`config.mk`:
```
export PLATFORM = sky130hd
export DESIGN_NAME = time_base
export DESIGN_NICKNAME = d
export VERILOG_FILES = /design/src/hdl/tx_pkg.sv /design/src/hdl/time_base.sv
export VERILOG_INCLUDE_DIRS = /design/src /design/src/hdl
export SDC_FILE = /design/constraint.sdc
export NUM_CORES = 1
export LEC_CHECK = 0
export ABC_AREA = 1
export BUFFER_PORTS_ARGS = -buffer_cell sky130_fd_sc_hd__clkbuf_2
export CAP_MARGIN = 20
export CELL_PAD_IN_SITES_DETAIL_PLACEMENT = 1
export CELL_PAD_IN_SITES_GLOBAL_PLACEMENT = 2
export CORE_ASPECT_RATIO = 2
export CORE_MARGIN = 3
export CORE_UTILIZATION = 31
export DETAILED_ROUTE_END_ITERATION = 7
export GPL_TIMING_DRIVEN = 1
export PLACE_DENSITY_LB_ADDON = 0.05
export SETUP_SLACK_MARGIN = 0.4
export SLEW_MARGIN = 5
export SYNTH_ARGS = -nofsm -noshare
export SYNTH_HDL_FRONTEND = slang
export SYNTH_SLANG_ARGS = --single-unit
```
`constraint.sdc`:
```
create_clock -name gmii_tx_clk -period 3.8 [get_ports gmii_tx_clk]
set_clock_uncertainty 0.05 [all_clocks]
set_input_delay 0 -clock gmii_tx_clk [delete_from_list [all_inputs] [get_ports gmii_tx_clk]]
set_output_delay 0 -clock gmii_tx_clk [all_outputs]
set_load 0.01 [all_outputs]
```
`src/hdl/tx_defs.svh`:
```
`ifndef TX_DEFS_SVH
`define TX_DEFS_SVH

// slot buffer word address width, 2^14 words of 16 bits
`define TX_PTR_W 14

// idle cycles required between the last FCS byte and the next preamble
`define TX_IFG_CYCLES 12

// seven 0x55 bytes plus the SFD
`define TX_PREAMBLE_LEN 8

// captured local time registers, selectors 1 to 7
`define TX_NUM_TIMERS 7

// length, four timestamp words, two tag words
`define TX_HDR_WORDS 7

`endif

```
`src/hdl/tx_pkg.sv`:
```
`default_nettype none
`include "tx_defs.svh"

package tx_pkg;

  // sender FSM states
  typedef enum logic [2:0] {
    tx_idle     = 3'b000,
    tx_hdr_load = 3'b001,
    tx_waiting  = 3'b010,
    tx_sending  = 3'b011,
    tx_fcs_1    = 3'b100,
    tx_fcs_2    = 3'b101,
    tx_fcs_3    = 3'b110
  } tx_state_t;

  // word address into the slot buffer
  typedef logic [`TX_PTR_W-1:0] tx_ptr_t;

  // time base and local time values
  typedef logic [47:0] time48_t;

  // entry 0 holds local time 1
  typedef time48_t [`TX_NUM_TIMERS-1:0] local_time_arr_t;

endpackage

`default_nettype wire

```
`src/hdl/time_base.sv`:
```
`timescale 1ns/10ps
`default_nettype none
`include "tx_defs.svh"

module time_base (
  input  wire                          gmii_tx_clk,
  input  wire                          sys_rst,
  input  wire [`TX_NUM_TIMERS-1:0]     local_time_req,
  output tx_pkg::time48_t              global_time,
  output tx_pkg::local_time_arr_t      local_times
);

  // free running, wraps at 2^48
  always_ff @(posedge gmii_tx_clk) begin
    if (sys_rst) begin
      global_time <= '0;
    end else begin
      global_time <= global_time + 48'd1;
    end
  end

  // request bit i loads local time i+1
  always_ff @(posedge gmii_tx_clk) begin
    if (sys_rst) begin
      local_times <= '0;
    end else begin
      for (int i = 0; i < `TX_NUM_TIMERS; i++) begin
        if (local_time_req[i]) begin
          local_times[i] <= global_time;
        end
      end
    end
  end

endmodule

`default_nettype wire

```
# Yosys cells after proc, flatten, opt, wreduce, memory -nomap -nowiden
# Cells that the tools add are included.
# W data, S select, Z words.
[word_totals]
ff_bits = 384
in_bits = 9
out_inout_bits = 384
word_cells = 9
[classes]
n_addsub = 1
[ops]
columns = ["operator", "n"]
rows = [
  ["$add A48 B1 Y48 const B", 1],
]

# Depth between registers and ports, before layout
[logic_depth]
word_depth = 1
mapped_depth = 10
depth_no_buf = 10

# Least setup slack after synthesis
# OpenSTA, ideal clock, no wires.
[synth_path]
path_type = "reg2reg"
start = "register global_time[0]"
end = "register global_time[34]"
setup_time_ns = 0.114
arrival_ns = 1.326
required_ns = 3.636
slack_ns = 2.310
path_stages_with_launch = 9
n_path_buf = 0
synth_period_minus_slack_ns = 1.490
cell_sequence = "dfxtp_1 -> ha_1 -> nand2_4 -> nor2_8 -> nand2_4 -> nor2_8 -> nand3_2 -> o21ai_1 -> nor2_1"
[synth_via]
elab_chain_len = 1
[synth_lines]
columns = ["element", "line", "rtl"]
rows = [
  ["start, declared", "time_base.sv:9", "output tx_pkg::time48_t global_time,"],
  ["start signal, assigned", "time_base.sv:18", "global_time <= global_time + 48'd1;"],
  ["$add A48 B1 Y48", "time_base.sv:18", ""],
]
# Every way passes these cells.
# A chain may end at the register's enable or synchronous reset.

# Final worst setup path
[layout_path]
start = "register global_time[1]"
end = "register global_time[40]"
# Same word-level chain as after synthesis.

==> flow_metrics.tcl <==
set metrics [dict create \
    final_max_slew_viol_count 0 \
    syn_inst 1714 \
    cp_data_arrival_time_ns 2.58 \
    dpl-instance-area_mm2 0.0161 \
    synth.top_cell.area_share 0.555 \
    r2r_cells 10 \
    setup_viol 0 \
    finalSetupTns_ns 0 \
    cts_buffers 38 \
    remaining_drc_errors 0 \
    seq_area_frac_synth 0.555 \
    hpwlAfterDp_mm 41.5 \
    synth-edff-count 0 \
    synth_nets 1724 \
    ys_ff_latch 384 \
    h-tree-depth 2 \
    finalCritPeriodShare 0.577 \
    via_count 13111 \
    io_pins 393 \
    leakagePower_nw 7.69 \
    synth_ff_type "dfxtp_1" \
    cts_max_path_buffers 3 \
    synth_top_cells_by_count "384 x dfxtp_1, 369 x nor2_1, 342 x o21ai_0, 216 x a21oi_1, 112 x nand2_1" \
    drt_iter0_drc 537 \
    maxCapViolCount 0 \
    final_nets 2037 \
    rows 109 \
    worstMarginPinSlew_ns 1.06 \
    required_ns 4.19 \
    grt_pass1_vias 13531 \
    yosysUniqueCellTypes 30 \
    via_per_inst 5.03 \
    syn_area_mm2 0.0139 \
    rsz0062_at_grt "false" \
    grt_pass1_wl_mm 87.5 \
    fp.dieArea_mm2 0.0474 \
    diodes 0 \
    cts_sinks 384 \
    ys_warn_count 0 \
    yosysTopAreaCell "dfxtp_1" \
    overflow 0 \
    die_w_um 156 \
    wire_per_inst_um 22.5 \
    crit_type "reg2reg" \
    first_pass_iters 4 \
    port_buffers 392 \
    cts_tree "done" \
    synth.most_common_cell "dfxtp_1" \
    grt_use_met3 0.0571 \
    design_area_mm2 0.0173 \
    max-slew-margin-rel 0.291 \
    clock_latency_ns 0.55 \
    cts_root_buf "clkbuf_16" \
    synth.avg_cell_area_um2 8.09 \
    max_freq_mhz 456 \
    syn2layout_area_growth_pct 24.6 \
    initial_core_util 0.314 \
    min_path_type "in2reg" \
    cp-end-kind "flip-flop" \
    hold_ws_ns 0.0467 \
    status "finished clean" \
    finalHoldViolCount 0 \
    path_clk_slew_ns 0.07 \
    irDropWorstVdd_uv 300 \
    power_density_mw_per_mm2 510 \
    die_h_um 305 \
    final_util 0.391 \
    top_usage_layer "met2" \
    core-area_mm2 0.0442 \
    whs_path_depth 2 \
    drive_gt1_frac 0.246 \
    total_power_mw 8.80 \
    startpoint_type "flip-flop" \
    gp_congestion 0.790 \
    antenna_found_initial 0 \
    path_max_fanout 10 \
    grtUsageTotal 0.240 \
    grt_max_degree 156 \
    ant_nets 0 \
    wl_mm 58.7 \
    grt_use_met1 0.260 \
    use_met2 0.446 \
    cts_setup_buffers 0 \
    async_reset_ff_frac 0 \
    fin_crit_ns 2.19 \
    synth.area.top_cells "dfxtp_1 55%, o21ai_0 12%, nor2_1 10%" \
]
## worst paths after layout
check / start / to / slack (ns)
setup / recovery: global_time[1] / global_time[40] / 1.61
hold / removal: sys_rst / global_time[0] / 0.05
setup reg to reg: global_time[1] / global_time[40] / 1.61
hold reg to reg: global_time[0] / global_time[0] / 0.43
## flip-flops by register name, summed over array words and instances (netlist names)
| register | flops |
|---|---|
| local_times | 336 |
| global_time | 48 |
## layer usage
| metal | up-vias | share of wire |
|---|---|---|
| met5 | - | 0 |
| met4 | 0 | 0.038 |
| met3 | 91 | 0.062 |
| met2 | 385 | 0.53 |
| met1 | 6367 | 0.37 |
| li1 | 6268 | - |
## placed cells by master, fill, tap and decap left out, types with 4 or more instances in the layout
cell       netlist  routed
nor2_4           8       8
clkinv_1        12      12
nand3_1         16      16
clkbuf_8         0       6
clkinv_2         0       6
nand2_4          5       5
a21oi_1        216     216
clkbuf_2         0     390
buf_4           17      10
inv_1           49      49
clkbuf_16        0      39
nor2_1         369     369
nor2_8           5       5
nand2_2         10      10
o21a_1           4       4
nand4_1         11      11
o21ai_1          5       5
nor2_2           9       9
xor2_1           9       9
o21ai_0        342     342
nand2_1        112     112
dfxtp_1        384     384
clkbuf_1       106       8
## layout make-up
class | instances | area [µm²]
sequential | 384 | 7690
fill | 5432 | 26900
tap | 555 | 694
timing repair buffer | 405 | 2090
clock buffer | 53 | 1090
inverter | 64 | 248
clock inverter | 12 | 118
multi-input combinational | 1134 | 5350
## power by group
part           switching (mW)  internal, mW  total, mW
sequential              0.105          4.21       4.31
clock                    1.68          2.08       3.76
combinational           0.499         0.236      0.735
total                    2.28          6.52       8.80
## per-stage QoR
stage	worst slack [ns]	std cells
2_1_floorplan	2.31	1714
3_3_place_gp	1.54	2541
3_5_place_dp	1.51	2541
4_1_cts	1.49	2607
5_1_grt	1.41	2607
6_report	1.61	2607
## worst max-delay path, stage by stage (launching register included)
cell and delay (ns):
dfxtp_1 0.68, ha_1 0.33, nand2_4 0.09, inv_1 0.13, nand2_1 0.08, nor2_1 0.16, nand2_1 0.09, nor2_1 0.21
nand3_1 0.11, nand2_1 0.10, nor2_1 0.05
## timing repair
item | 4_1_cts | 5_1_grt
gates resized for setup | 0 | 0
hold buffers | 1 | 0
endpoints found under the hold margin | 12 | 0
setup endpoints to repair | 0 | 0
## kinds of logic after synthesis
| family | count (synthesis) | synth area share |
|---|---|---|
| compound gates | 567 | 0.205 |
| simple gates | 556 | 0.173 |
| flops | 384 | 0.555 |
| buf+inv | 196 | 0.0594 |
| xor+xnor | 10 | 0.00632 |
| fa+ha+maj | 1 | 0.000902 |
No activity file was read; power rests on OpenSTA's default activity.
