File: config.mk
export PLATFORM = sky130hd
export DESIGN_NAME = fcs_crc32
export DESIGN_NICKNAME = d
export VERILOG_FILES = /design/src/hdl/fcs_crc32.sv
export SDC_FILE = /design/constraint.sdc
export NUM_CORES = 1
export LEC_CHECK = 0
export BUFFER_PORTS_ARGS = -buffer_cell sky130_fd_sc_hd__clkbuf_2
export CAP_MARGIN = 0
export CORE_MARGIN = 8
export CORE_UTILIZATION = 50
export CTS_BUF_LIST = sky130_fd_sc_hd__clkbuf_16
export DETAILED_ROUTE_END_ITERATION = 16
export GPL_TIMING_DRIVEN = 0
export PLACE_DENSITY = 0.79
export SYNTH_ARGS = -nofsm -noshare
export SYNTH_HDL_FRONTEND = slang
export SYNTH_SLANG_ARGS = --single-unit
File: constraint.sdc
create_clock -name gmii_tx_clk -period 2 [get_ports gmii_tx_clk]
set_input_delay 0.2 -clock gmii_tx_clk [delete_from_list [all_inputs] [get_ports gmii_tx_clk]]
set_output_delay 0.2 -clock gmii_tx_clk [all_outputs]
set_load 0.1 [all_outputs]
File: src/hdl/fcs_crc32.sv
`timescale 1ns/10ps
`default_nettype none

module fcs_crc32 (
  input  wire         gmii_tx_clk,
  input  wire         sys_rst,
  input  wire         crc_init,
  input  wire  [7:0]  data,
  input  wire         crc_data_en,
  output logic [31:0] crc_out
);

  // reflected form of 0x04C11DB7
  localparam logic [31:0] CRC_POLY = 32'hEDB8_8320;

  logic [31:0] crc_reg;
  logic [31:0] crc_next;
  logic [31:0] crc_cur;

  // one byte, LSB first as it leaves on the wire
  function automatic logic [31:0] crc_byte(input logic [31:0] crc, input logic [7:0] d);
    logic [31:0] c;
    c = crc;
    for (int i = 0; i < 8; i++) begin
      if (c[0] ^ d[i]) begin
        c = (c >> 1) ^ CRC_POLY;
      end else begin
        c = c >> 1;
      end
    end
    return c;
  endfunction

  assign crc_next = crc_byte(crc_reg, data);

  always_ff @(posedge gmii_tx_clk) begin
    if (sys_rst || crc_init) begin
      crc_reg <= '1;
    end else if (crc_data_en) begin
      crc_reg <= crc_next;
    end
  end

  // includes the byte being fed this cycle, so the
  // last payload byte and the first FCS byte can share a cycle
  assign crc_cur = crc_data_en ? crc_next : crc_reg;

  // inverted; low byte of the register goes out first
  assign crc_out = ~{crc_cur[7:0], crc_cur[15:8], crc_cur[23:16], crc_cur[31:24]};

endmodule

`default_nettype wire

==> results.json, run 1 <==
{
  "run_status": "did not finish",
  "lastStage": "clock tree synthesis (4_1_cts)",
  "firstError": "[ERROR DPL-0038] Utilization greater than 100%, impossible to legalize",
  "synth_top_cell_by_area": "dfxtp_1",
  "synth_seq_area_share": 0.295,
  "hpwl_mm": 3.76,
  "die_x_um": 81.9,
  "synthTopCellsByCount": "dfxtp_1 (32), nand2_1 (30), xnor2_1 (29)",
  "synthFlopType": "dfxtp_1",
  "synth_cell_types": 21,
  "place_area_sq_um": 2890,
  "boundaryPins": 44,
  "htree_num_levels": 2,
  "ys_ff_latch": 32,
  "io_buffers": 43,
  "clock_sinks": 32,
  "synth_top_area_frac": 0.295,
  "postSynth.asyncResetShare": 0,
  "syn_nets": 191,
  "clockBufferDepth": 2,
  "cts_hold_buf": 0,
  "synth_edf_count": 0,
  "dpl.cell_count": 274,
  "row_count": 24,
  "postCtsSetupBuffers": 53,
  "synth_top_cells_by_area": "dfxtp_1 (29%), xnor3_1 (13%), xnor2_1 (12%)",
  "ys_warn_count": 0,
  "die_h_um": 81.9,
  "cts_made_buffers": 5,
  "syn_avg_cell_area_sq_um": 12.1,
  "ctsResizeCount": 132,
  "start_util": 0.509,
  "netlist_instances": 179,
  "cts_root_buffer": "clkbuf_16",
  "netlist_area_sq_um": 2170,
  "gp_routability_congestion": 0.756,
  "synth_most_common_cell": "dfxtp_1"
}
[cells by family after synthesis]
kind of cell    Yosys count  synth area share
mux                      28             0.133
simple gates             35            0.0651
compound gates            7            0.0213
buf+inv                  11            0.0242
flops                    32             0.295
xor+xnor                 66             0.461
[per-stage QoR]
stage,setup TNS (ns),setup slack (ns)
after floorplan,-4.50,-0.307
after global placement,-8.59,-0.526
after detailed placement,-8.93,-0.532
==> inputs of run 2 (changes only) <==
CORE_UTILIZATION = 40   (was 50)
CTS_BUF_LIST = unset   (was sky130_fd_sc_hd__clkbuf_16)
PLACE_DENSITY = unset   (was 0.79)
PLACE_DENSITY_LB_ADDON = 0.15   (was unset)
clock period = 2.6 ns   (was 2 ns; I/O delays follow)
==> results.json, run 2 <==
{
  "ys_ff_latch": 32,
  "die_x_um": 89.7,
  "reg2reg_slack_ns": 0.67,
  "synthSimpleGateAreaFrac": 0.0651,
  "synth_top_family_by_area": "XOR/XNOR gates",
  "r2r_end": "crc_reg[25]",
  "clockBufferDepth": 2,
  "drv_cap": 0,
  "cts_tree": "built",
  "run_status": "finished, final reports clean",
  "hold_depth": 3,
  "path_class": "reg2out",
  "wl_per_cell_um": 16.0,
  "die_h_um": 89.7,
  "crit_buf_inv": 1,
  "cts_root_buffer": "clkbuf_8",
  "synth_fa_ha_area_frac": 0,
  "path_max_fanout": 4,
  "synth_top_cell_by_area": "dfxtp_1",
  "synth_cell_types": 21,
  "cp-end-kind": "primary output",
  "postLayoutSetupSlackWorst_ns": 0.0916,
  "hold_viol_final": 0,
  "first_global_vias": 1559,
  "drc_errors": 0,
  "boundaryPins": 44,
  "start_util": 0.404,
  "max_stage_delay_ns": 0.46,
  "die_area_sq_um": 8040,
  "min_from": "sys_rst",
  "syn_to_final_growth_pct": 44.2,
  "worstMarginPinSlew_ns": 0.763,
  "io_buffers": 43,
  "htree_num_levels": 2,
  "ys_warn_count": 0,
  "cts.clk_slew.worst_paths_ns": 0.07,
  "muxShareOfSynthArea": 0.133,
  "report.final.slew_viol_count": 0,
  "wirelength_mm": 5.14,
  "relSlewSlack": 0.491,
  "synth_seq_area_share": 0.295,
  "netlist_instances": 179,
  "crit_arrival_ns": 2.25,
  "synth_top_area_frac": 0.295,
  "grt_overflow_total": 0,
  "crit_chain": "xnor2_4, xor3_2, xnor3_1, mux2i_2, buf_8",
  "max_freq_mhz": 399,
  "clock_sinks": 32,
  "antenna_found_initial": 0,
  "detail_route.first_pass.iterations": 4,
  "synthFlopType": "dfxtp_1",
  "netlist_area_sq_um": 2170,
  "required_ns": 2.34,
  "setup_viol": 0,
  "hpwl_mm": 3.62,
  "grt_max_degree": 11,
  "diodes": 0,
  "synthTopCellsByCount": "dfxtp_1 (32), nand2_1 (30), xnor2_1 (29)",
  "vias_per_cell": 4.60,
  "row_count": 27,
  "cts_made_buffers": 5,
  "dp_slack_ns": -0.131,
  "syn_avg_cell_area_sq_um": 12.1,
  "synthXorXnorAreaFrac": 0.461,
  "timing.hold.ws_ns": 0.300,
  "hp-class": "in2reg",
  "min_period_ns": 2.51,
  "fill_cells": 474,
  "grt_usage": 0.140,
  "drtIter0Drc": 45,
  "synth_top_cells_by_area": "dfxtp_1 (29%), xnor3_1 (13%), xnor2_1 (12%)",
  "cpMaxStageDelayCell": "xor3_2",
  "fp.coreArea_sq_um": 5370,
  "gp_routability_congestion": 0.706,
  "drive_above_1_share": 0.484,
  "cp_top_family": "XOR/XNOR gates",
  "layout_common_cells": "nand2_1 (30), dfxtp_1 (30), clkbuf_2 (28)",
  "finish.net_count": 262,
  "postSynth.asyncResetShare": 0,
  "ant_nets": 0,
  "synth-compound-area-share": 0.0213,
  "syn_nets": 191,
  "insertion_delay_ns": 0.28,
  "startpoint_type": "flop",
  "setup_tns_ns": 0,
  "reg2reg_from": "crc_reg[6]",
  "grt_pass1_wl_mm": 8.21,
  "synth_most_common_cell": "dfxtp_1",
  "clock-skew-final_ns": 0.00860,
  "finalCritPeriodShare": 0.965,
  "synth_edf_count": 0,
  "vias": 1481,
  "rr_worst_depth": 5
}
## run 2: tightest hold or removal path, cell delays in order
cell	delay [ns]
clkbuf_2	0.08
or2_2	0.12
a211o_1	0.09
## run 2: final cells by class
type,instances,area [sq um],share of cell area
Sequential cell,32,643,0.205
Timing Repair Buffer,64,512,0.163
Multi-Input combinational cell,136,1760,0.560
Inverter,4,15.0,0.00479
Clock buffer,6,72.6,0.0232
Tap cell,72,90.1,0.0288
Clock inverter,1,5.00,0.00160
Buffer,7,40.0,0.0128
## run 2: logic make-up (layout without fill, tap and decap cells)
| logic type | after synthesis | after routing |
|---|---|---|
| XOR/XNOR | 66 | 66 |
| AND/OR/NAND/NOR | 35 | 35 |
| flip-flops | 32 | 32 |
| multiplexers | 28 | 28 |
| buffers and inverters | 11 | 82 |
| AO/OA/AOI/OAI | 7 | 7 |
## run 2: metal layers
| layer | vias up | track usage | routed length [um] |
|---|---|---|---|
| li1 | 739 | - | - |
| met1 | 701 | 0.177 | 2290 |
| met2 | 36 | 0.231 | 2470 |
| met3 | 5 | 0.0346 | 339 |
| met4 | 0 | 0.0363 | 43 |
| met5 | - | 0 | 0 |
## run 2: worst max path at each step
| stage | from | endpoint | slack, ns | cells past startpoint |
|---|---|---|---|---|
| after global placement | data[0] | crc_out[1] | -0.14 | 6 |
| final | crc_reg[6] | crc_out[1] | 0.09 | 5 |
| after CTS | crc_reg[4] | crc_out[12] | 0.001 | 6 |
| after detailed placement | data[0] | crc_out[1] | -0.13 | 6 |
| after floorplan | crc_data_en | crc_reg[3] | -0.43 | 4 |
| after global routing | crc_reg[4] | crc_out[26] | -0.02 | 7 |
## run 2: repair_timing
| action | CTS | global route |
|---|---|---|
| hold endpoints to repair | 0 | 0 |
| endpoints found under the setup margin | 21 | 28 |
| setup buffers | 14 | 7 |
| gates resized for setup | 34 | 20 |
| hold buffers | 0 | 0 |
| pin swaps | 5 | 7 |
## run 2: stage by stage
step / util / area (sq um) / cells
global route: 0.583 / 3130 / 322
detailed placement: 0.491 / 2640 / 294
CTS: 0.565 / 3040 / 315
finish: 0.583 / 3130 / 322
global placement: 0.491 / 2640 / 294
floorplan: - / 2330 / 179
Power of run 2 is left out: the tool's default activity adds up to more than one toggle a clock period on the data nets, which glitch-free logic cannot reach.
==> inputs of run 3 (changes only) <==
CORE_MARGIN = unset   (was 8)
SLEW_MARGIN = 5   (was unset)
==> results.json, run 3 (synthesized netlist as in run 2, its figures left out) <==
{
  "wl_met2_mm": 2.48,
  "drtIter0Drc": 64,
  "vias_per_cell": 4.61,
  "antenna_found_initial": 0,
  "wl_per_cell_um": 15.3,
  "drc_errors": 0,
  "path_max_fanout": 4,
  "io_buffers": 43,
  "clockBufferDepth": 2,
  "ant_nets": 0,
  "reg2reg_from": "crc_reg[5]",
  "finalCritPeriodShare": 0.983,
  "run_status": "finished, final reports clean",
  "path_class": "reg2out",
  "startpoint": "crc_reg[5]",
  "diodes": 0,
  "setup_viol": 0,
  "syn_to_final_growth_pct": 46.9,
  "report.final.slew_viol_count": 0,
  "row_count": 26,
  "cpMaxStageDelayCell": "xor3_2",
  "clock_sinks": 32,
  "max_freq_mhz": 391,
  "detail_route.first_pass.iterations": 4,
  "hp-class": "in2reg",
  "cts_tree": "built",
  "min_from": "crc_init",
  "layout_common_cells": "nand2_1 (30), dfxtp_1 (29), clkbuf_2 (28)",
  "final_common_cell": "nand2_1",
  "worstMarginPinSlew_ns": 0.974,
  "startpoint_type": "flop",
  "timing.hold.ws_ns": 0.312,
  "gp_routability_congestion": 0.700,
  "cts_root_buffer": "clkbuf_8",
  "cts_hold_buf": 0,
  "wl_met1_mm": 2.30,
  "max_stage_delay_ns": 0.55,
  "boundaryPins": 44,
  "insertion_delay_ns": 0.28,
  "hold_viol_final": 0,
  "die_area_sq_um": 5730,
  "relSlewSlack": 0.351,
  "crit_buf_inv": 1,
  "start_util": 0.420,
  "htree_num_levels": 2,
  "first_global_vias": 1411,
  "finish.net_count": 269,
  "grt_pass1_wl_mm": 7.36,
  "min_period_ns": 2.56,
  "wl_met3_um": 205,
  "drv_cap": 0,
  "rsz0062_at_grt": "true",
  "grt_overflow_total": 0,
  "top_layer_used": "met4",
  "crit_chain": "xnor2_4, xor3_2, xnor3_1, mux2i_2, buf_8",
  "cp_top_family": "XOR/XNOR gates",
  "cts_made_buffers": 5,
  "cp-end-kind": "primary output",
  "die_h_um": 75.7,
  "required_ns": 2.34,
  "vias": 1513,
  "drive_above_1_share": 0.496,
  "cts.clk_slew.worst_paths_ns": 0.06,
  "fp.coreArea_sq_um": 5170,
  "clock-skew-final_ns": 0.00507,
  "grt_max_degree": 11,
  "grt_usage": 0.185,
  "wirelength_mm": 5.00,
  "crit_arrival_ns": 2.30,
  "die_x_um": 75.7,
  "hpwl_mm": 3.34
}
run 3: final timing paths:
| check | depth (start not counted) | to | slack [ns] |
|---|---|---|---|
| hold reg to reg | 2 | crc_reg[12] | 0.52 |
| setup / recovery | 5 | crc_out[1] | 0.04 |
| setup reg to reg | 6 | crc_reg[25] | 0.50 |
| hold / removal | 3 | flop | 0.31 |
run 3: routing by layer:
layer / vias to the layer above / GRT usage
met1: 723 / 0.251
met4: 0 / 0.0432
met5: - / 0
li1: 753 / -
met3: 2 / 0.0437
met2: 35 / 0.300
run 3: what timing repair did:
| action | 4_1_cts | 5_1_grt |
|---|---|---|
| setup endpoints to repair | 19 | 22 |
| resized for setup | 33 | 14 |
| setup buffers | 13 | 15 |
| pin swaps | 7 | 7 |
run 3: through the flow:
stage | area, sq um | instances | TNS, ns | setup slack, ns | utilization
4_1_cts | 3040 | 313 | 0 | 0.000626 | 0.588
6_report | 3190 | 328 | 0 | 0.0447 | 0.617
3_3_place_gp | 2630 | 292 | -0.449 | -0.132 | 0.509
2_1_floorplan | 2330 | 179 | -6.05 | -0.431 | -
5_1_grt | 3190 | 328 | -0.0445 | -0.0195 | 0.617
3_5_place_dp | 2630 | 292 | -0.419 | -0.129 | 0.509
run 3: layout make-up:
class                   count  area, sq um
clock buffers               8         90.1
well taps                  70         87.6
repair buffers             71          552
fillers                   417         1980
multi-input cells         136         1750
flip-flops and latches     32          644
inverters                   4         15.0
plain buffers               7         50.0
run 3: worst register-to-register path, delay by kind of cell (launching register included):
kind / cells / cell delay, ns
xor+xnor: 3 / 1.17
buf+inv: 1 / 0.16
flops: 1 / 0.36
mux: 1 / 0.24
simple gates: 1 / 0.04
Power of run 3 is left out for the same reason.
