File: src/hdl/tx_defs.svh
`ifndef TX_DEFS_SVH
`define TX_DEFS_SVH

// slot buffer word address width, 2^14 words of 16 bits
`define TX_PTR_W 14

// idle cycles required between the last FCS byte and the next preamble
`define TX_IFG_CYCLES 12

// seven 0x55 bytes plus the SFD
`define TX_PREAMBLE_LEN 8

// captured local time registers, selectors 1 to 7
`define TX_NUM_TIMERS 7

// length, four timestamp words, two tag words
`define TX_HDR_WORDS 7

`endif

File: src/hdl/tx_pkg.sv
`default_nettype none
`include "tx_defs.svh"

package tx_pkg;

  // sender FSM states
  typedef enum logic [2:0] {
    tx_idle     = 3'b000,
    tx_hdr_load = 3'b001,
    tx_waiting  = 3'b010,
    tx_sending  = 3'b011,
    tx_fcs_1    = 3'b100,
    tx_fcs_2    = 3'b101,
    tx_fcs_3    = 3'b110
  } tx_state_t;

  // word address into the slot buffer
  typedef logic [`TX_PTR_W-1:0] tx_ptr_t;

  // time base and local time values
  typedef logic [47:0] time48_t;

  // entry 0 holds local time 1
  typedef time48_t [`TX_NUM_TIMERS-1:0] local_time_arr_t;

endpackage

`default_nettype wire

File: src/hdl/timed_frame_sender.sv
`timescale 1ns/10ps
`default_nettype none
`include "tx_defs.svh"

module timed_frame_sender (
  input  wire                          gmii_tx_clk,
  input  wire                          sys_rst,
  input  wire [15:0]                   rd_data,
  input  wire tx_pkg::tx_ptr_t         mem_wr_ptr,
  input  wire tx_pkg::time48_t         global_time,
  input  wire tx_pkg::local_time_arr_t local_times,
  input  wire [31:0]                   crc_out,
  output tx_pkg::tx_ptr_t              rd_addr,
  output tx_pkg::tx_ptr_t              mem_rd_ptr,
  output logic [`TX_NUM_TIMERS-1:0]    local_time_req,
  output logic [7:0]                   gmii_txd,
  output logic                         gmii_tx_en,
  output logic                         crc_init,
  output logic                         crc_data_en
);

  import tx_pkg::*;

  localparam int               IFG_W    = $clog2(`TX_IFG_CYCLES);
  localparam logic [IFG_W-1:0] IFG_LAST = IFG_W'(`TX_IFG_CYCLES - 1);
  localparam logic [15:0]      PRE_LEN  = 16'(`TX_PREAMBLE_LEN);
  localparam logic [15:0]      SFD_POS  = PRE_LEN - 16'd1;
  localparam logic [2:0]       HDR_LAST = 3'(`TX_HDR_WORDS - 1);

  tx_state_t        tx_state;
  logic [IFG_W-1:0] ifg_count;
  logic [2:0]       hdr_count;
  logic [15:0]      tx_count;
  tx_ptr_t          rd_ptr;

  // header fields
  logic [15:0]      tx_frame_len;
  logic             launch_cmd;
  logic [2:0]       launch_sel;
  time48_t          launch_ofs;

  logic [7:0]       word_lo;
  time48_t          launch_base;
  logic             launch_due;
  logic             gap_done;
  logic             payload_odd;
  logic             payload_end;

  // selector 0 means launch relative to zero
  always_comb begin
    if (launch_sel == 3'd0) begin
      launch_base = '0;
    end else begin
      launch_base = local_times[launch_sel - 3'd1];
    end
  end

  // command frames request a local time capture while waiting
  always_comb begin
    local_time_req = '0;
    if (tx_state == tx_waiting && launch_cmd && launch_sel != 3'd0) begin
      local_time_req[launch_sel - 3'd1] = 1'b1;
    end
  end

  // modulo 2^48 target
  assign launch_due  = (global_time == time48_t'(launch_ofs + launch_base));
  assign gap_done    = (ifg_count == IFG_LAST);
  assign payload_odd = tx_count[0] ^ PRE_LEN[0];
  assign payload_end = (tx_count == tx_frame_len + PRE_LEN);
  assign rd_addr     = rd_ptr;

  // clear while the SFD is on the wire, then feed each payload byte
  assign crc_init    = (tx_state == tx_sending) && (tx_count == PRE_LEN);
  assign crc_data_en = (tx_state == tx_sending) && (tx_count > PRE_LEN);

  always_ff @(posedge gmii_tx_clk) begin
    if (sys_rst) begin
      tx_state       <= tx_idle;
      ifg_count      <= '0;
      hdr_count      <= '0;
      tx_count       <= '0;
      rd_ptr         <= '0;
      mem_rd_ptr     <= '0;
      gmii_tx_en     <= 1'b0;
    end else begin
      gmii_tx_en     <= 1'b0;

      if (!gap_done) begin
        ifg_count <= ifg_count + 1'b1;
      end

      case (tx_state)
        tx_idle: begin
          // rd_ptr equals mem_rd_ptr here, so word 0 is already being read
          if (mem_rd_ptr != mem_wr_ptr) begin
            tx_state  <= tx_hdr_load;
            rd_ptr    <= mem_rd_ptr + 1'b1;
            hdr_count <= '0;
            tx_count  <= '0;
          end
        end
        tx_hdr_load: begin
          hdr_count <= hdr_count + 3'd1;
          if (hdr_count == HDR_LAST) begin
            tx_state <= tx_waiting;
          end else begin
            rd_ptr <= rd_ptr + 1'b1;
          end
        end
        tx_waiting: begin
          // command frames skip the gap
          if (launch_cmd) begin
            tx_state <= tx_sending;
          end else if (gap_done && (launch_ofs == '0 || launch_due)) begin
            tx_state <= tx_sending;
          end
        end
        tx_sending: begin
          tx_count   <= tx_count + 16'd1;
          gmii_tx_en <= 1'b1;
          if (payload_end) begin
            tx_state <= tx_fcs_1;
          end else if (tx_count >= PRE_LEN && !payload_odd) begin
            // next word arrives in time for the following high byte
            rd_ptr <= rd_ptr + 1'b1;
          end
        end
        tx_fcs_1: begin
          tx_state   <= tx_fcs_2;
          gmii_tx_en <= 1'b1;
        end
        tx_fcs_2: begin
          tx_state   <= tx_fcs_3;
          gmii_tx_en <= 1'b1;
        end
        tx_fcs_3: begin
          tx_state   <= tx_idle;
          gmii_tx_en <= 1'b1;
          ifg_count  <= '0;
          // release the frame's slots to the host
          mem_rd_ptr <= rd_ptr;
        end
        default: begin
          tx_state <= tx_idle;
        end
      endcase
    end
  end

  always_ff @(posedge gmii_tx_clk) begin
    if (tx_state == tx_hdr_load) begin
      case (hdr_count)
        3'd0: tx_frame_len <= rd_data;
        3'd1: begin
          launch_cmd <= rd_data[15];
          launch_sel <= rd_data[14:12];
        end
        3'd2: launch_ofs[47:32] <= rd_data;
        3'd3: launch_ofs[31:16] <= rd_data;
        3'd4: launch_ofs[15:0]  <= rd_data;
        // tag words are not sent
        default: ;
      endcase
    end

    case (tx_state)
      tx_sending: begin
        if (tx_count < SFD_POS) begin
          gmii_txd <= 8'h55;
        end else if (tx_count == SFD_POS) begin
          gmii_txd <= 8'hd5;
        end else if (payload_end) begin
          gmii_txd <= crc_out[31:24];
        end else if (!payload_odd) begin
          gmii_txd <= rd_data[15:8];
          word_lo  <= rd_data[7:0];
        end else begin
          gmii_txd <= word_lo;
        end
      end
      tx_fcs_1: gmii_txd <= crc_out[23:16];
      tx_fcs_2: gmii_txd <= crc_out[15:8];
      tx_fcs_3: gmii_txd <= crc_out[7:0];
      default: ;
    endcase
  end

endmodule

`default_nettype wire

File: config.mk
export PLATFORM = sky130hd
export DESIGN_NAME = timed_frame_sender
export DESIGN_NICKNAME = d
export VERILOG_FILES = /design/src/hdl/tx_pkg.sv /design/src/hdl/timed_frame_sender.sv
export VERILOG_INCLUDE_DIRS = /design/src /design/src/hdl
export SDC_FILE = /design/constraint.sdc
export NUM_CORES = 1
export LEC_CHECK = 0
export ABC_CLOCK_PERIOD_IN_PS = 12500
export BUFFER_PORTS_ARGS = -buffer_cell sky130_fd_sc_hd__buf_2
export CORE_AREA = 2 2 193 195
export CTS_BUF_LIST = sky130_fd_sc_hd__clkbuf_16
export CTS_CLUSTER_DIAMETER = 60
export DETAILED_ROUTE_END_ITERATION = 12
export DIE_AREA = 0 0 195 197
export PLACE_DENSITY_LB_ADDON = 0.2
export SKIP_CTS_REPAIR_TIMING = 1
export SLEW_MARGIN = 20
export SYNTH_ARGS = -nofsm -noshare
export SYNTH_HDL_FRONTEND = slang
export SYNTH_SLANG_ARGS = --single-unit
export TNS_END_PERCENT = 50
File: constraint.sdc
create_clock -name gmii_tx_clk -period 12.5 [get_ports gmii_tx_clk]
set_input_delay 3.75 -clock gmii_tx_clk [delete_from_list [all_inputs] [get_ports gmii_tx_clk]]
set_output_delay 3.75 -clock gmii_tx_clk [all_outputs]
set_load 0.1 [all_outputs]
Word level (Yosys, flattened, before mapping)

Index checks and enable logic that the tools add are counted.

$add $sub $neg: 8
Magnitude comparators: 5
Equal/unequal tests: 24
Multiplexer cells: 27
Bitwise operators: 4
Reduce and logical (&&, ||, !) cells: 30

Operators by type and width:

| kind                                                            | count |
|---|---|
| binary-select mux 48 bit (select 3 bit)                         | 1 |
| two-way mux 48 bit                                              | 2 |
| two-way mux 14 bit                                              | 4 |
| adder 48 bit                                                    | 1 |
| == test 48 bit                                                  | 1 |
| zero test 48 bit                                                | 1 |
| case mux 14 bit (3 select lines)                                | 1 |
| two-way mux 8 bit                                               | 4 |
| case mux 16 bit (2 select lines)                                | 1 |
| case mux 8 bit (4 select lines)                                 | 1 |
| adder 14 x 1 -> 14 bit (second input constant)                  | 2 |
| two-way mux 3 bit                                               | 6 |
| case mux 3 bit (6 select lines)                                 | 1 |
| adder 16 x 1 -> 16 bit (second input constant)                  | 1 |
| adder 16 x 4 -> 16 bit (second input constant)                  | 1 |
| == test 16 bit                                                  | 1 |
| == test 16 x 3 -> 1 bit (second input constant)                 | 1 |
| == test 16 x 4 -> 1 bit (second input constant)                 | 1 |
| >= comparator 16 x 4 -> 1 bit (second input constant)           | 1 |
| greater-than comparator 16 x 4 -> 1 bit (second input constant) | 1 |
| less-than comparator 16 x 3 -> 1 bit (second input constant)    | 1 |
| two-way mux 16 bit                                              | 1 |
| == test 3 bit (second input constant)                           | 5 |
| inequality test 14 bit                                          | 1 |
| 28 further kinds                                                | 57 |

Bits in registers: 139
Bits of input ports: 448
Output and inout port bits: 46
Logic and storage cells: 113

Longest topological paths before layout

Gate-level depths: netlist (run 1).

Depth after elaboration: 11
Mapped depth: 24
Gate-level depth less buffers: 19

Least setup slack after synthesis (run 1)

No wires, ideal clock.

Kind: reg2out
Start: register launch_sel[0]
End: output local_time_req[1]
Data arrival time: 4848 ps
Required time: 8750 ps
Setup slack: 3902 ps
Cell stages (with the launch flop): 11
Path buffers: 5
Cell sequence: edfxtp_1 > inv_1 > clkbuf_1 > clkbuf_1 > ha_1 > xnor2_1 > clkbuf_1 > buf_1 > buf_1 > nand4_1 > nor3b_1

Word-level cells in the longest chain between the ends: 6
Elaborated cells between the ends (all ways): 9
Those cells by class: add/sub: 1; order compare: 2; mux: 3; reduce/logical: 3

Ends and longest elaborated chain:

| item                                                                                                      | line                      | text |
|---|---|---|
| start, declared                                                                                           | timed_frame_sender.sv:39  | `logic [2:0] launch_sel;` |
| start signal, assigned                                                                                    | timed_frame_sender.sv:157 | `launch_sel <= rd_data[14:12];` |
| subtractor 3 x 1 -> 3 bit                                                                                 | timed_frame_sender.sv:62  | `local_time_req[launch_sel - 3'd1] = 1'b1;` |
| less-than comparator 3 x 4 -> 1 bit (not written as such) or >= comparator 3 x 1 -> 1 bit (tied branches) | timed_frame_sender.sv:62  |  |
| logical AND 1 bit (not written as such)                                                                   | timed_frame_sender.sv:62  |  |
| two-way mux 1 bit (not written as such)                                                                   | timed_frame_sender.sv:62  |  |
| demux 1 bit (select 3 bit)                                                                                | timed_frame_sender.sv:62  |  |
| two-way mux 7 bit (*)                                                                                     | timed_frame_sender.sv:61  | `if (tx_state == tx_waiting && launch_cmd && launch_sel != 3'd0) begin` |
| end, declared                                                                                             | timed_frame_sender.sv:15  | `` output logic [`TX_NUM_TIMERS-1:0] local_time_req, `` |

Every way passes the cells marked *; elsewhere a longest branch is shown, timed or not.

Worst setup path after layout (run 1)

Start: input local_times[52] (netlist name)
End: register tx_state[0]

Word-level cells in the longest chain between the ends: 9

Ends and longest elaborated chain:

| item                                            | line                      | text |
|---|---|---|
| start, declared                                 | timed_frame_sender.sv:11  | `input wire tx_pkg::local_time_arr_t local_times,` |
| binary-select mux 48 bit (select 3 bit)         | timed_frame_sender.sv:54  | `launch_base = local_times[launch_sel - 3'd1];` |
| two-way mux 48 bit (not written as such)        | timed_frame_sender.sv:54  |  |
| two-way mux 48 bit                              | timed_frame_sender.sv:51  | `if (launch_sel == 3'd0) begin` |
| adder 48 bit                                    | timed_frame_sender.sv:67  | `assign launch_due = (global_time == time48_t'(launch_ofs + launch_base));` |
| == test 48 bit                                  | timed_frame_sender.sv:67  |  |
| logical OR 1 bit                                | timed_frame_sender.sv:115 | `end else if (gap_done && (launch_ofs == '0 \|\| launch_due)) begin` |
| logical AND 1 bit                               | timed_frame_sender.sv:115 |  |
| inequality test 3 x 2 -> 1 bit (no source line) | -                         |  |
| AND reduction 4 bit (no source line)            | -                         |  |
| end signal, assigned                            | timed_frame_sender.sv:114 | `tx_state <= tx_sending;` |
| end signal, assigned                            | timed_frame_sender.sv:116 | `tx_state <= tx_sending;` |
| end signal, assigned                            | timed_frame_sender.sv:123 | `tx_state <= tx_fcs_1;` |
| end, declared                                   | timed_frame_sender.sv:30  | `tx_state_t tx_state;` |

Every way passes these cells. The select of a mux whose other input is x is not followed.
A chain may end at the register's enable or synchronous reset.

==> results.md, run 1 <==
- Chip Width: 195 um
- Fill cell total of the finished layout: 3708
- Gate Count Post-Synth: 1747
- Met2 Wirelength: 35.1 mm
- Share of post-route cells with drive strength above 1: 0.281
- Share of the clock period used by the worst path after layout: 0.633
- Crit. End Element: flip-flop
- Detailed Routing Iterations Pass 1: 6
- Final routed wire length divided by cell count: about 28 um
- GR Overflow Total: 0
- Largest net degree at the start of global routing: 78
- Number of setup violations in the final report: 0
- DR vias: 16100
- Time the final worst path needs with I/O delays and setup: 7910 ps
- Critical path destination: tx_state[0]
- Placed insts: 2609
- Biggest area contributors in the synthesized netlist: edfxtp_1 19%, dfxtp_1 8.1%, a21oi_1 7.8%
- CP Class: primary input to flip-flop
- Total detailed-routing wirelength: 73.3 mm
- Net Count, Synth: 2255
- Gate family responsible for the most delay along the worst path: compound AO/OA/AOI/OAI gates
- Most frequent cell on the critical path: nor2_1
- Hold Crit Class: flip-flop to flip-flop
- IR Drop Worst-Case VDD: ~0.00011 V
- Number of synthesized flops with an enable pin: 84
- Number of max-slew violations in the final report: 0
- M1 wire length: 27.3 mm
- Area growth, synth to finish: 24.9%
- Sequential share of the synthesized area: 0.267
- Maximum clock insertion buffer count: 2
- Launching element type of the critical path: primary input
- Global router's overall resource usage: 0.371
- Power per Cell Area: slightly below 90 nW/um2
- Setup TNS: 0 ps
- Die Y-Extent: between 150 and 200 um
- Mean area per synthesized cell: 7.76 um2
- Crit path largest cell delay: 820 ps
- Async S/R FF share, synth: 0
- Routed wire length on met3: 5.45 mm
- Ys Warns: 0
- Number of antenna violations at the first check in global routing: 9
- Maximum net fanout on the critical path: 7
- Final-report hold violation count: 0
- Req. time, crit path: 12850 ps
- Total stage count of the critical path: 15
- Count of port buffers added during placement: 493
- Largest area contributor in the netlist: edfxtp_1
- Clk root buf: clkbuf_16
- Post-synth top area share: 0.186
- Unrepaired setup endpoints after global routing: false
- TritonCTS clock tree: built
- Number of maximum-capacitance violations: 0
- Netlist area before placement: 13600 um2
- Run status: finished, final reports clean
- Critical-path cell list: buf_2 > mux4_2 > nor2_1 > nor3_1 > ha_1 > a21o_1 > a221oi_2 > nor2_1 > a221oi_1 > nand4_1 > a211o_1 > or4_1 > nor4_1 > o2111ai_1 > o21ai_0
- Estimated wirelength of the detail-placed design: between 60 and 70 mm
- H-Tree Depth: 4
- Measured slew at the worst slew-check pin: 1100 ps
- Die Area: around 38000 um2
- Number of rows in the core area: 70
- Capture point of the worst reg-to-reg path: tx_state[0]
- Drc violations: 0
- Initial Utilization: 0.374
- Start point of the critical path: local_times[52]
- Multi-input logic area: 9420 um2
- Static power due to leakage: 6.90 nW
- Antenna Nets Post-Route: 0
- Most instantiated flip-flop cell in the synthesis netlist: edfxtp_1
- Top routing layer in use: met5
- Sequential cell area: 3620 um2
- Io pins: 494
- Worst rel slew slack: 0.265
- Maximum clock rate: 126 MHz
- CP bufs+invs: 1
- Via-to-Cell Ratio: 6.11
- Finished Layout Cells: approximately 2600
- Gp weighted congestion: 1.12
- Setup slack of the worst register-to-register path: ~5200 ps
- Most frequent cells after synthesis: 262 x nand2_1, 212 x a21oi_1, 149 x nor2_1
- Layout Skew: 12.4 ps
- Clock buffer count from CTS: 17
- Most numerous cell in the Yosys netlist: nand2_1
- Floorplan core area: 36300 um2
- Layout Nets: 2668
- Vias in the first global route: 15700
- Number of clock sinks: around 140
- R2r startpoint: launch_sel[0]
- Initial drt markers: 1218
- Number of library cell types mapped by synthesis: 78
- Clock Latency Late Sink: 430 ps
- Clock input transition at the sequential cells of the worst setup and hold paths: 70 ps
- Number of register bits inferred by synthesis: between 100 and 150
- Cell depth of the worst flop-to-flop path: 16
- Data arrival time at the worst-slack endpoint: 8260 ps
- Global-route wire length before repair: 104 mm
- Crit-path slowest cell: nor3_1
## area by class of cell
class	instances	area share
inverter	32	0.00710
antenna	2	0.000296
timing repair buffer	510	0.153
sequential	139	0.214
clock buffer	17	0.0251
clock inverter	15	0.00887
tap	468	0.0346
multi-input combinational	1460	0.557
## report_power, final
part / internal [mW] / switching [mW]
clock: 0.293 / 0.203
sequential: 0.493 / 0.00764
combinational: 0.187 / 0.313
total: 0.973 / 0.523
## layer usage
| metal | GRT usage | up-vias |
|---|---|---|
| met1 | 0.422 | 7753 |
| met3 | 0.0599 | 165 |
| met4 | 0.251 | 8 |
| li1 | - | 7388 |
| met5 | 0 | - |
| met2 | 0.643 | 824 |
## kinds of logic (layout without fill, tap and decap cells)
logic type,after synthesis,after routing,synth area share
simple gates,681,681,0.234
compound gates,536,536,0.251
buf+inv,148,574,0.0425
flops,139,139,0.267
mux,92,92,0.0907
xor+xnor,91,91,0.0588
fa+ha+maj,60,60,0.0559
other cells,0,2,0
## registers in the layout (all words and copies together), names as in the netlist
name and cells:
launch_ofs 48, ifg_count 4, hdr_count 3, rd_addr 14, launch_cmd 1, gmii_tx_en 1
tx_state 3, word_lo 8, launch_sel 3, tx_count 16, mem_rd_ptr 14, tx_frame_len 16
gmii_txd 8
## worst register-to-register path: cells and delay by family (launching register included)
kind	cells	cell delay (ps)
buf+inv	1	230
compound gates	7	2090
simple gates	6	2830
flops	1	760
fa+ha+maj	2	1320
## worst min-delay path by stage
stage	from	endpoint	slack, ps	cells after the start
floorplan	hdr_count[1]	hdr_count[1]	480	2
global placement	rd_addr[13]	mem_rd_ptr[13]	480	2
detailed placement	rd_addr[13]	mem_rd_ptr[13]	490	2
CTS	rd_addr[13]	mem_rd_ptr[13]	500	2
global route	rd_addr[13]	mem_rd_ptr[13]	530	2
finish	rd_addr[13]	mem_rd_ptr[13]	490	2
## cell usage in the layout (no fill, tap or decap), types with 14 or more instances in the layout
cell,Yosys,layout
ha_1,59,58
nor4_1,29,28
nor3_1,36,36
a21oi_1,212,212
o21ai_0,99,99
inv_1,31,32
mux4_2,23,23
xor2_1,31,30
a221oi_1,34,34
a21o_1,19,19
nor2_1,149,149
buf_2,1,493
nand2_1,262,262
dfxtp_1,55,55
edfxtp_1,84,84
buf_4,1,17
mux2i_1,52,52
a31oi_1,17,17
clkbuf_16,0,17
nand4_1,32,32
xnor2_1,60,59
nand3_1,74,74
a31o_2,14,14
a311oi_1,22,22
mux2_2,17,17
## metrics by stage
stage          cell area (um2)  utilization  hold slack [ps]  total power, mW  setup slack [ps]
3_3_place_gp             16300        0.451              476             1.00              4300
3_5_place_dp             16300        0.451              488            0.998              4260
5_1_grt                  16900        0.467              534             1.55              4400
6_report                 16900        0.467              492             1.50              4590
4_1_cts                  16900        0.467              498             1.49              4670
2_1_floorplan            13600            -              481            0.780              3900
No activity file was read; power rests on OpenSTA's default activity.
==> inputs of run 2 (changes only) <==
- ABC_CLOCK_PERIOD_IN_PS: 12500 -> 7360
- clock period: 12.5 -> 7.36 ns (I/O delays scaled with it)
==> run 2 against run 1 <==
Net effect:
- global-route usage is essentially flat
- clock skew shrank 1.9 ps
- flip-flop and latch count unchanged
- combinational power grew 73%
- count of clock-buffer cells in the layout stayed put
- sequential power rose by 70%
- non-clock buffer count is 18 higher
- largest power group is now the clock network
- worst hold slack better by 24 ps
- clock power up 90%
- critical endpoint unchanged
- register-to-register slack lost 4200 ps
- critical path depth stayed put
- critical path type unchanged
==> results.md, run 2 (synthesized netlist as in run 1, its figures left out) <==
- Detailed Routing Iterations Pass 1: 5
- Share of total power in combinational logic: 0.326
- CP Class: primary input to flip-flop
- TritonCTS clock tree: built
- Register with the most flip-flops: launch_ofs
- Drc violations: 0
- Req. time, crit path: 7700 ps
- Gp weighted congestion: 1.08
- Cell depth of the worst flop-to-flop path: 18
- Worst-case setup margin in the final layout: 861 ps
- Setup TNS: 0 ps
- Final-report hold violation count: 0
- Unrepaired setup endpoints after global routing: false
- Final routed wire length divided by cell count: 27.5 um
- Floorplan core area: 36300 um2
- Share of post-route cells with drive strength above 1: 0.288
- Power consumption: 2.66 mW
- Antenna Nets Post-Route: 0
- Clock Latency Late Sink: 430 ps
- Met2 layer usage reported by global route: 0.651
- Capture point of the worst reg-to-reg path: tx_state[0]
- H-Tree Depth: 4
- Measured slew at the worst slew-check pin: 1100 ps
- Crit-path slowest cell: nor4_1
- Area growth, synth to finish: 26.8%
- Met3 Usage GRT: 0.0481
- Time the final worst path needs with I/O delays and setup: roughly 6500 ps
- Gate family responsible for the most delay along the worst path: compound AO/OA/AOI/OAI gates
- Most common library cell in the layout ignoring fill and taps: buf_2
- DR vias: between 15000 and 20000
- Clk root buf: clkbuf_16
- Maximum net fanout on the critical path: 9
- Met1 track demand over resource in global routing: 0.430
- Most frequent cell on the critical path: o21ai_0
- Clock input transition at the sequential cells of the worst setup and hold paths: 70 ps
- Worst rel slew slack: 0.266
- Maximum clock insertion buffer count: 2
- Start point of the critical path: local_times[198]
- Power spent charging and discharging nets: 0.915 mW
- Estimated wirelength of the detail-placed design: 61.1 mm
- Share of the clock period used by the worst path after layout: 0.883
- Top Registers: launch_ofs x48, tx_count x16, tx_frame_len x16
- Die Y-Extent: 197 um
- Internal: around 1.7 mW
- Critical path destination: tx_state[0]
- Crit. End Element: flip-flop
- Fraction of power spent switching nets: 0.345
- Setup slack of the worst register-to-register path: 980 ps
- Maximum clock rate: roughly 150 MHz
- Power per Cell Area: around 150 nW/um2
- Number of rows in the core area: 70
- GR Overflow Total: 0
- Placement Cell Area: around 17000 um2
- Die Area: 38400 um2
- Number of clock sinks: between 100 and 150
- Hold Startpoint: hdr_count[1]
- Pre-CTS setup slack: 541 ps
- Sequential fraction of design power: 0.320
- Crit path largest cell delay: around 540 ps
- IR Drop Worst-Case VDD: 0.000186 V
- Largest net degree at the start of global routing: 79
- CP bufs+invs: 1
- Most frequent cells in the layout: 493 x buf_2, 262 x nand2_1, 212 x a21oi_1
- Fill cell total of the finished layout: 3716
- Finished Layout Cells: 2666
- Global-route wire length before repair: 104 mm
- GR peak layer: met2
- Clock buffer count from CTS: 17
- Number of maximum-capacitance violations: 0
- Placed insts: 2627
- Number of setup violations in the final report: 0
- Total detailed-routing wirelength: around 73 mm
- Count of port buffers added during placement: between 400 and 500
- Via-to-Cell Ratio: 6.09
- Hold Crit Class: flip-flop to flip-flop
- Layout Nets: approximately 2700
- Launching element type of the critical path: primary input
- Initial Utilization: 0.374
- Number of max-slew violations in the final report: 0
- Area of all placed cells without fillers: 17200 um2
- Clk pwr share: 0.354
- Number of antenna violations at the first check in global routing: 10
- Initial drt markers: between 1000 and 1500
- Static power due to leakage: 7.04 nW
- Post-route worst hold slack: 516 ps
- Critical-path cell list: buf_2 > mux4_2 > a21oi_1 > nor2_1 > ha_1 > nand2_1 > o21ai_0 > o211ai_1 > a211oi_1 > o21ai_0 > o31ai_1 > mux2i_1 > nor4_1 > o2111ai_1 > o21ai_0
- Chip Width: between 150 and 200 um
- Core Util, Final: 0.474
- Data arrival time at the worst-slack endpoint: 6840 ps
- Vias in the first global route: 16000
- Run status: finished, final reports clean
- R2r startpoint: launch_sel[0]
- Largest register FFs: 48
- Layout Skew: 10.5 ps
- Total stage count of the critical path: 15
- Global router's overall resource usage: 0.371
- Io pins: 494
==> run 2: tightest hold or removal path, stage by stage (launching register included) <==
cell and delay, ps:
dfxtp_1 340, nand3_1 70, a21oi_1 60
==> run 2: final cells by class <==
type	instances	area (um2)	share of cell area
clock buffers	17	425	0.0248
diodes	7	17.5	0.00102
clock inverters	15	210	0.0122
flip-flops and latches	139	3620	0.211
repair buffers	528	2780	0.162
well taps	468	586	0.0341
inverters	32	120	0.00699
multi-input cells	1460	9420	0.548
==> run 2: worst min-delay path by stage <==
| stage | endpoint | depth (start not counted) |
|---|---|---|
| 3_5_place_dp | mem_rd_ptr[13] | 2 |
| 6_report | hdr_count[1] | 2 |
| 4_1_cts | mem_rd_ptr[13] | 2 |
| 3_3_place_gp | mem_rd_ptr[13] | 2 |
| 5_1_grt | mem_rd_ptr[13] | 2 |
| 2_1_floorplan | hdr_count[1] | 2 |
==> run 2: power by group through the flow <==
stage | clock, mW | sequential, mW | combinational, mW
finish | 0.942 | 0.850 | 0.865
floorplan | 0 | 0.868 | 0.457
global route | 0.978 | 0.851 | 0.915
global placement | 0 | 0.866 | 0.850
detailed placement | 0 | 0.866 | 0.844
CTS | 0.945 | 0.850 | 0.849
==> run 2: per-layer routing <==
layer,up-vias,share of wire,routed length [um]
met2,796,0.49,35700
met5,-,0,0
met4,0,0.065,4800
met3,139,0.059,4300
met1,7880,0.39,28600
li1,7416,-,-
